==> src/verilog/sram_cfg.svh <==
`ifndef SRAM_CFG_SVH
`define SRAM_CFG_SVH

// external SRAM word address width
// 2^20 words of 32 bits, 4 MiB in all
`define SRAM_ADDR_BITS 20

// wishbone byte address width on both ports
`define BUS_ADDR_BITS 32

// data word width, shared by the buses and the SRAM pins
// one byte select per 8 bits
`define DATA_BITS 32

`endif

==> src/verilog/sram_pkg.sv <==
`default_nettype none

package sram_pkg;

`include "sram_cfg.svh"

    typedef logic [`DATA_BITS-1:0]       word_t;
    typedef logic [`BUS_ADDR_BITS-1:0]   byte_addr_t;
    typedef logic [`SRAM_ADDR_BITS-1:0]  ram_addr_t;
    typedef logic [`DATA_BITS/8-1:0]     mask_t;      // one bit per byte lane

    typedef enum logic [0:0] {
        PORT_I = 1'b0,  // instruction fetch
        PORT_D = 1'b1   // data
    } port_t;

    typedef enum logic [1:0] {
        IDLE,
        ACCESS,
        DONE
    } phy_state_t;

    // master side of one wishbone classic port
    typedef struct packed {
        logic       cyc;
        logic       stb;
        logic       we;
        byte_addr_t adr;
        word_t      dat;
        mask_t      sel;
    } wb_req_t;

    typedef struct packed {
        logic  ack;
        logic  err;
        word_t dat;
    } wb_rsp_t;

    // granted access, arbiter to sequencer
    typedef struct packed {
        logic      valid;
        logic      write;
        logic      err;
        port_t     port;
        ram_addr_t addr;
        word_t     data;
        mask_t     be;
    } sram_req_t;

    // finished access, sequencer to router
    typedef struct packed {
        logic  valid;
        logic  err;
        port_t port;
        word_t rdata;
        mask_t be;
    } sram_done_t;

endpackage

`default_nettype wire

==> src/verilog/wb_resp_router.sv <==
`timescale 1ns/1ps
`default_nettype none

module wb_resp_router (
    input  wire                      clk,
    input  wire                      rst,

    input  wire sram_pkg::sram_done_t done,

    output sram_pkg::wb_rsp_t        ibus_rsp,
    output sram_pkg::wb_rsp_t        dbus_rsp
);

    localparam int LANES = $bits(sram_pkg::mask_t);

    sram_pkg::word_t masked;
    sram_pkg::word_t i_dat;
    sram_pkg::word_t d_dat;
    logic            to_i;
    logic            to_d;

    assign to_i = done.valid & (done.port == sram_pkg::PORT_I);
    assign to_d = done.valid & (done.port == sram_pkg::PORT_D);

    // unselected lanes read as zero
    always_comb begin
        for (int b = 0; b < LANES; b++) begin
            masked[8*b +: 8] = done.be[b] ? done.rdata[8*b +: 8] : 8'h00;
        end
    end

    // dat holds until that port completes again
    always_ff @(posedge clk or posedge rst) begin
        if (rst) begin
            i_dat <= '0;
            d_dat <= '0;
        end else begin
            if (to_i) begin
                i_dat <= masked;
            end
            if (to_d) begin
                d_dat <= masked;
            end
        end
    end

    always_comb begin
        ibus_rsp.ack = to_i & ~done.err;
        ibus_rsp.err = to_i & done.err;
        ibus_rsp.dat = to_i ? masked : i_dat;   // same cycle as ack
        dbus_rsp.ack = to_d & ~done.err;
        dbus_rsp.err = to_d & done.err;
        dbus_rsp.dat = to_d ? masked : d_dat;
    end

endmodule

`default_nettype wire

==> config.mk <==
export PLATFORM = sky130hd
export DESIGN_NAME = wb_resp_router
export DESIGN_NICKNAME = d
export VERILOG_FILES = /design/src/verilog/sram_pkg.sv /design/src/verilog/wb_resp_router.sv
export VERILOG_INCLUDE_DIRS = /design/src /design/src/verilog
export SDC_FILE = /design/constraint.sdc
export NUM_CORES = 1
export LEC_CHECK = 0
export BUFFER_PORTS_ARGS = -buffer_cell sky130_fd_sc_hd__buf_2
export CAP_MARGIN = 25
export CORE_UTILIZATION = 48
export CTS_CLUSTER_DIAMETER = 80
export DETAILED_ROUTE_END_ITERATION = 10
export HOLD_SLACK_MARGIN = 0.05
export PLACE_DENSITY = 0.79
export SLEW_MARGIN = 20
export SYNTH_ARGS = -nofsm -noshare
export SYNTH_HDL_FRONTEND = slang
export SYNTH_SLANG_ARGS = --single-unit
==> constraint.sdc <==
create_clock -name clk -period 2.6 [get_ports clk]
set_input_delay 0.52 -clock clk [delete_from_list [all_inputs] [get_ports clk]]
set_output_delay 0.52 -clock clk [all_outputs]
set_load 0.1 [all_outputs]
==> reports/metrics.cfg <==
[detailed_routing]
dr_total_vias = 1990
drc_errors = 0
avgViaCountPerCell = 4.639
dr.pass1.iters = 4
wl_um = 6546
wl_per_cell_um = 15.26
final_antenna_net_count = 0
drtIter0Drc = 77

[final_layout]
fillers = 333
diodes = 0
final_layout_size_suffix_gt1_share_pct = 46.78
area_growth_pct = 61.70
nets = 393
post-route-util_pct = 81.41

[die]
initial_utilization_pct = 50.35
die-area_um2 = 6157
num_io_pins = 109
fp-row-count = 27
die_h_um = 78.47
coreArea_um2 = 5574
fp.dieW_um = 78.47

[cts]
postCtsResizedCells = 0
cts_setup_buffers = 0
cts_buffers = 9
clk_path_buf_depth = 2
cts_tree = done
root_buffer = clkbuf_8
cts.clk_slew.worst_paths_ns = 0.07
hold_buffers = 0
cts.sink_count = 64
cts.htree.levels = 3
clk_latency_ns = 0.32

[run_status]
outcome = finished clean

[timing]
worst_slew_pin_slew_ns = 0.4864
min_period_over_period_pct = 88.31
skew_ns = 0
hold_viol_final = 0
maxSlewHeadroom_pct = 67.52
setup_violations = 0
fmax_mhz = 435.5
period_needed_ns = 2.296
drv_slew = 0
fin_ws_ns = 0.3039
rsz0062_at_grt = false
final.setup.tns_ns = 0

[global_route]
grt_overflow = 0
grt_pass1_vias = 2119
grt_pass1_wl_um = 10360
grt_usage_pct = 22.80
grt_max_degree = 35
antenna_found_initial = 0

[logic_synthesis]
synthesis.area_um2 = 2806
yosysWarningCount = 0
synthCells = 241
synth_cell_type_count = 14
ys_ff_latch = 64
avgSynthCellArea_um2 = 11.64
ys_seq_area_share_pct = 57.07
syn_nets = 282

[pwr]
p_total_mw = 4.005
p_sw_share_pct = 43.49
p_per_area_nw_per_um2 = 882.6
pwr-share-clk_pct = 22.7
ir_drop_mv = 0.5444
p_leak_nw = 2.226
sequentialPowerShare_pct = 29.0
combPwrFrac_pct = 48.3
internal_power_mw = 2.263
power_switching_mw = 1.742

[placed_design]
place_congestion = 0.7032
hpwl_um = 4760
port_buffers = 108
place_ws_ns = 0.2882

[setup_path]
start_kind = primary input
rr_worst_depth = 2
r2r-start = i_dat[27]
crit_required_ns = 2.08
path_class = primary input to output pin
crit_path_end_kind = output pin
cp_max_fo = 34
worstPathArrival_ns = 1.78
reg2reg_to = i_dat[27]
reg2reg_slack_ns = 1.79

[min_path]
hold_path.class = primary input to async pin

[job]
maxCapViolCount = 0

per-stage QoR:
stage	instance area (um^2)	hold WS, ns	instances
after floorplan	2932	0.7290	241
after global placement	4320	0.4804	413
after detailed placement	4320	0.4961	413
after CTS	4538	0.2118	429
after global routing	4538	0.2214	429
final	4538	0.2105	429
cells by family (layout without fill, tap and decap cells):
| group | after synthesis | count (layout) | synth area share (%) |
|---|---|---|---|
| buf+inv | 75 | 191 | 14.04 |
| mux | 64 | 64 | 23.05 |
| flops | 64 | 64 | 57.07 |
| simple gates | 38 | 38 | 5.840 |
sequential cells by signal (all words and copies together), names as in the netlist:
register and count:
d_dat 32, i_dat 32
layer usage:
layer | share of wire [%] | track usage (%)
met1 | 39 | 26.02
met2 | 55 | 40.35
met3 | 5.4 | 7.791
met4 | 0.44 | 6.667
met5 | 0 | 0
cells in the mapped netlist, drive strengths merged:
| cell type | n | area share, % |
|---|---|---|
| dfrtp | 64 | 57 |
| and2 | 3 | 0.76 |
| inv | 63 | 8.4 |
| mux2i | 62 | 22 |
| and3 | 1 | 0.27 |
| nor2b | 3 | 0.67 |
| nand2 | 31 | 4.1 |
| buf | 11 | 5.5 |
| clkbuf | 1 | 0.13 |
| mux2 | 2 | 0.94 |
power groups by stage:
stage                     Sequential, mW  Combinational (mW)  Clock [mW]
after floorplan                     1.17                1.31           0
after global placement              1.17                1.91           0
after detailed placement            1.18                1.94           0
after CTS                           1.16                1.95       0.929
after global routing                1.17                1.99       0.977
final                               1.16                1.93       0.909
area by class of cell:
cell class	instances	area, um^2	area share [%]
inverter	63	236.5	5.211
clock inverter	2	35.03	0.7720
multi-input combinational	102	943.4	20.79
timing repair buffer	112	1449	31.93
sequential	64	1602	35.29
clock buffer	14	182.7	4.025
tap	72	90.09	1.985
worst max-delay path, stage by stage:
cell and delay, ns:
buf_2 0.10, nor2b_4 0.16, buf_12 0.26, mux2i_1 0.26, buf_2 0.46
placed cells by master, fill, tap and decap left out:
master	n
and2_1	2
and2_4	1
and3_2	1
buf_12	59
buf_2	52
buf_4	1
bufinv_16	1
clkbuf_1	1
clkbuf_8	13
clkinv_2	1
dfrtp_1	64
inv_1	62
inv_2	1
mux2_2	1
mux2_4	1
mux2i_1	30
mux2i_2	32
nand2_1	31
nor2b_2	2
nor2b_4	1
worst max path at each step:
stage | startpoint | end | slack, ns | cells past startpoint
after floorplan | done[38] | ibus_rsp[10] | -0.51 | 4
after global placement | done[36] | ibus_rsp[6] | 0.37 | 5
after detailed placement | done[38] | ibus_rsp[3] | 0.29 | 5
after CTS | done[38] | ibus_rsp[8] | 0.31 | 5
after global routing | done[38] | ibus_rsp[0] | 0.25 | 5
final | done[38] | ibus_rsp[8] | 0.30 | 5
Note: power is estimated with default switching activity, not from simulation.
