--- src/verilog/sram_cfg.svh ---
`ifndef SRAM_CFG_SVH
`define SRAM_CFG_SVH

// external SRAM word address width
// 2^20 words of 32 bits, 4 MiB in all
`define SRAM_ADDR_BITS 20

// wishbone byte address width on both ports
`define BUS_ADDR_BITS 32

// data word width, shared by the buses and the SRAM pins
// one byte select per 8 bits
`define DATA_BITS 32

`endif

--- src/verilog/sram_pkg.sv ---
`default_nettype none

package sram_pkg;

`include "sram_cfg.svh"

    typedef logic [`DATA_BITS-1:0]       word_t;
    typedef logic [`BUS_ADDR_BITS-1:0]   byte_addr_t;
    typedef logic [`SRAM_ADDR_BITS-1:0]  ram_addr_t;
    typedef logic [`DATA_BITS/8-1:0]     mask_t;      // one bit per byte lane

    typedef enum logic [0:0] {
        PORT_I = 1'b0,  // instruction fetch
        PORT_D = 1'b1   // data
    } port_t;

    typedef enum logic [1:0] {
        IDLE,
        ACCESS,
        DONE
    } phy_state_t;

    // master side of one wishbone classic port
    typedef struct packed {
        logic       cyc;
        logic       stb;
        logic       we;
        byte_addr_t adr;
        word_t      dat;
        mask_t      sel;
    } wb_req_t;

    typedef struct packed {
        logic  ack;
        logic  err;
        word_t dat;
    } wb_rsp_t;

    // granted access, arbiter to sequencer
    typedef struct packed {
        logic      valid;
        logic      write;
        logic      err;
        port_t     port;
        ram_addr_t addr;
        word_t     data;
        mask_t     be;
    } sram_req_t;

    // finished access, sequencer to router
    typedef struct packed {
        logic  valid;
        logic  err;
        port_t port;
        word_t rdata;
        mask_t be;
    } sram_done_t;

endpackage

`default_nettype wire

--- src/verilog/sram_req_arbiter.sv ---
`timescale 1ns/1ps
`default_nettype none

`include "sram_cfg.svh"

module sram_req_arbiter (
    input  wire                  clk,
    input  wire                  rst,

    input  wire sram_pkg::wb_req_t ibus,
    input  wire sram_pkg::wb_req_t dbus,

    input  wire                  idle,     // sequencer can take a request
    output sram_pkg::sram_req_t  req
);

    logic                 i_pend;
    logic                 d_pend;
    sram_pkg::port_t      last_grant;
    sram_pkg::port_t      pick;
    sram_pkg::wb_req_t    sel_bus;
    sram_pkg::byte_addr_t adr;
    logic                 out_of_range;

    // classic wishbone, a cycle is live only with cyc and stb
    assign i_pend = ibus.cyc & ibus.stb;
    assign d_pend = dbus.cyc & dbus.stb;

    // round robin between the two ports
    always_comb begin
        if (i_pend && d_pend) begin
            if (last_grant == sram_pkg::PORT_I) begin
                pick = sram_pkg::PORT_D;
            end else begin
                pick = sram_pkg::PORT_I;
            end
        end else if (d_pend) begin
            pick = sram_pkg::PORT_D;
        end else begin
            pick = sram_pkg::PORT_I;
        end
    end

    assign sel_bus = (pick == sram_pkg::PORT_D) ? dbus : ibus;
    assign adr     = sel_bus.adr;

    // anything above the word range never goes to the pins
    assign out_of_range = |adr[`BUS_ADDR_BITS-1:`SRAM_ADDR_BITS+2];

    always_comb begin
        req.valid = idle & (i_pend | d_pend);
        req.write = sel_bus.we;
        req.err   = out_of_range;
        req.port  = pick;
        req.addr  = adr[`SRAM_ADDR_BITS+1:2];  // drop byte offset
        req.data  = sel_bus.dat;
        req.be    = sel_bus.sel;
    end

    // fetch wins the first tie after reset
    always_ff @(posedge clk or posedge rst) begin
        if (rst) begin
            last_grant <= sram_pkg::PORT_D;
        end else if (req.valid) begin
            last_grant <= pick;
        end
    end

endmodule

`default_nettype wire

--- config.mk ---
export PLATFORM = sky130hd
export DESIGN_NAME = sram_req_arbiter
export DESIGN_NICKNAME = d
export VERILOG_FILES = /design/src/verilog/sram_pkg.sv /design/src/verilog/sram_req_arbiter.sv
export VERILOG_INCLUDE_DIRS = /design/src /design/src/verilog
export SDC_FILE = /design/constraint.sdc
export NUM_CORES = 1
export LEC_CHECK = 0
export BUFFER_PORTS_ARGS = -buffer_cell sky130_fd_sc_hd__buf_2
export CORE_AREA = 2 2 79 81
export DETAILED_ROUTE_END_ITERATION = 8
export DIE_AREA = 0 0 81 83
export PLACE_DENSITY_LB_ADDON = 0.05
export SETUP_SLACK_MARGIN = 0.2
export SLEW_MARGIN = 20
export SYNTH_ARGS = -nofsm -noshare
export SYNTH_HDL_FRONTEND = slang
export SYNTH_SLANG_ARGS = --single-unit
--- constraint.sdc ---
create_clock -name clk -period 2.45 [get_ports clk]
set_input_delay 0.49 -clock clk [delete_from_list [all_inputs] [get_ports clk]]
set_output_delay 0.49 -clock clk [all_outputs]
set_load 0.005 [all_outputs]
==> results.cfg <==
[status]
status = finished, final reports clean

[route]
routed_wl_mm = 3.74
ant_nets = 0
wl_per_cell_um = 10.7
dr.pass1.iters = 4
drcViolationCount = 0
via_per_inst = 3.97
first_iter_violations = 6
num_vias = 1394

[global_route]
grt_pass1_wl_mm = 5.40
grt_pass1_vias = 1296
overflow = 0
antenna_found_initial = 0
grt_usage = 0.0948
grt_max_degree = 32

[pwr]
p_int_w = 0.000239
ir_drop_mv = 0.103
p_sw_w = 0.000111
pwr-share-seq = 0.064
comb_power_share = 0.936
p_sw_frac = 0.317
clkPwrFrac = 0
powerDensity_nw_per_um2 = 179
leakage_nw = 1.15

[die]
die_x_um = 81
dieArea_um2 = 6720
row_count = 28
start_util = 0.152
ios = 205
fp.dieH_um = 83
core_area_um2 = 5820

[logic_synthesis]
ys_seq_area_frac = 0.0298
synth_area_per_cell_um2 = 10.8
syn-num-nets = 227
ys_warn_count = 0
ys_seq_elements = 1
syn_area_um2 = 882
syn_inst = 82
synth.distinct_cells = 16

[worst_setup_path]
critPathCapture = req[57]
r2r_setup_slack_ns = 1.25
r2r_cells = 5
crit_arrival_ns = 1.56
crit_path_start_kind = input pin
cp.required_ns = 1.96
rr_endpoint = last_grant$_DFFE_PP1P_
startpoint = ibus[62]
r2r_start = last_grant$_DFFE_PP1P_
cp-end-kind = output port
crit_fanout = 1
crit_type = in2out

[timing]
period_share = 0.835
timing.slew.headroom = 0.857
fmax_ghz = 0.489
slew_violations = 0
setup-violations-final = 0
worst_slew_pin_slew_ns = 0.213
fin_crit_ns = 2.05
finalSetupTns_ns = 0
grt_setup_unrepaired = false
hold_viol = 0
skew_ns = 0

[placed_design]
portBuffers = 200
gp_congestion = 0.711
dp_cells = 351
dp_hpwl_mm = 3.41

[cells_and_area]
regMostFlops = last_grant
final_util = 0.337
drive_above_1_share = 0.957
n_fill_cell = 641
area_delta_synth_final_pct = 122
top_regs = last_grant x1
layout.nets = 423
layout.cells.non_filler = 351
largest_reg_flops = 1
diodes = 0

[cts]
clk_latency_ns = 0
postCtsSetupRepairBufs = 0
cts.reportedPaths.clkPinSlew_ns = 0
ctsHoldBuffers = 0
cts_resized = 0

[job]
max_cap_violations = 0

[min_path]
hp-class = reg2reg
## layout make-up
class | count | area [µm²] | area share
Timing Repair Buffer | 202 | 1040 | 0.531
Multi-Input combinational cell | 70 | 787 | 0.402
Tap cell | 75 | 93.8 | 0.0479
Sequential cell | 1 | 26.3 | 0.0134
Inverter | 3 | 11.3 | 0.00575
## worst max-delay path, stage by stage
cell and delay (ns):
buf_2 0.09, or4_4 0.52, nor4_2 0.22, mux2i_1 0.10, buf_2 0.13
## per-stage QoR
| step | hold slack [ns] | power, W | setup slack, ns | cell area [µm²] |
|---|---|---|---|---|
| after detailed placement | 0.457 | 0.000356 | 0.385 | 1960 |
| after global routing | 0.473 | 0.000386 | 0.343 | 1960 |
| after global placement | 0.466 | 0.000355 | 0.390 | 1960 |
| after floorplan | 0.380 | 0.000168 | 0.519 | 882 |
| after CTS | 0.457 | 0.000357 | 0.382 | 1960 |
| final | 0.454 | 0.000351 | 0.405 | 1960 |
## placed cells by master (no fill, tap or decap)
cell type,netlist,layout
nand3_2,1,1
buf_12,0,2
nand3_1,1,1
nand2_1,2,2
dfstp_2,1,1
or4_4,1,1
a21boi_0,1,1
or4_1,3,3
mux2i_1,1,1
o2bb2ai_1,1,1
mux2_2,47,47
buf_2,4,200
inv_1,3,3
mux2_4,10,10
nor4_2,2,2
## power groups by stage
stage	sequential [W]	clock, W	combinational [W]
6_report	0.0000226	0	0.000328
5_1_grt	0.0000231	0	0.000363
4_1_cts	0.0000226	0	0.000335
3_5_place_dp	0.0000226	0	0.000333
3_3_place_gp	0.0000228	0	0.000332
2_1_floorplan	0.0000223	0	0.000146
## per-layer routing
layer / vias to the layer above / routed length, µm / GRT usage
li1: 698 / - / -
met1: 574 / 1150 / 0.0864
met2: 114 / 1980 / 0.207
met3: 8 / 528 / 0.0120
met4: 0 / 84 / 0.0185
met5: - / 0 / 0
## kinds of logic after synthesis
| group | after synthesis | share of synthesized area |
|---|---|---|
| buf+inv | 11 | 0.0780 |
| compound gates | 2 | 0.0184 |
| mux | 58 | 0.782 |
| flops | 1 | 0.0298 |
| simple gates | 10 | 0.0922 |
## how the worst min path moves through the flow
stage	slack (ns)	from	cells after the start	end
after floorplan	0.38	rst	1	last_grant$_DFFE_PP1P_
after global placement	0.47	last_grant$_DFFE_PP1P_	2	last_grant$_DFFE_PP1P_
after detailed placement	0.46	last_grant$_DFFE_PP1P_	2	last_grant$_DFFE_PP1P_
after CTS	0.46	last_grant$_DFFE_PP1P_	2	last_grant$_DFFE_PP1P_
after global routing	0.47	last_grant$_DFFE_PP1P_	2	last_grant$_DFFE_PP1P_
final	0.45	last_grant$_DFFE_PP1P_	2	last_grant$_DFFE_PP1P_
## Yosys cell counts (all sizes together)
cell	number	area [µm²]
mux2	57	679
buf	8	57.6
or4	4	33.8
inv	3	11.3
nand2	2	7.51
nand3	2	15.0
nor4	2	25.0
a21boi	1	7.51
dfstp	1	26.3
mux2i	1	10.0
o2bb2ai	1	8.76
No activity file was read; power rests on OpenSTA's default activity.
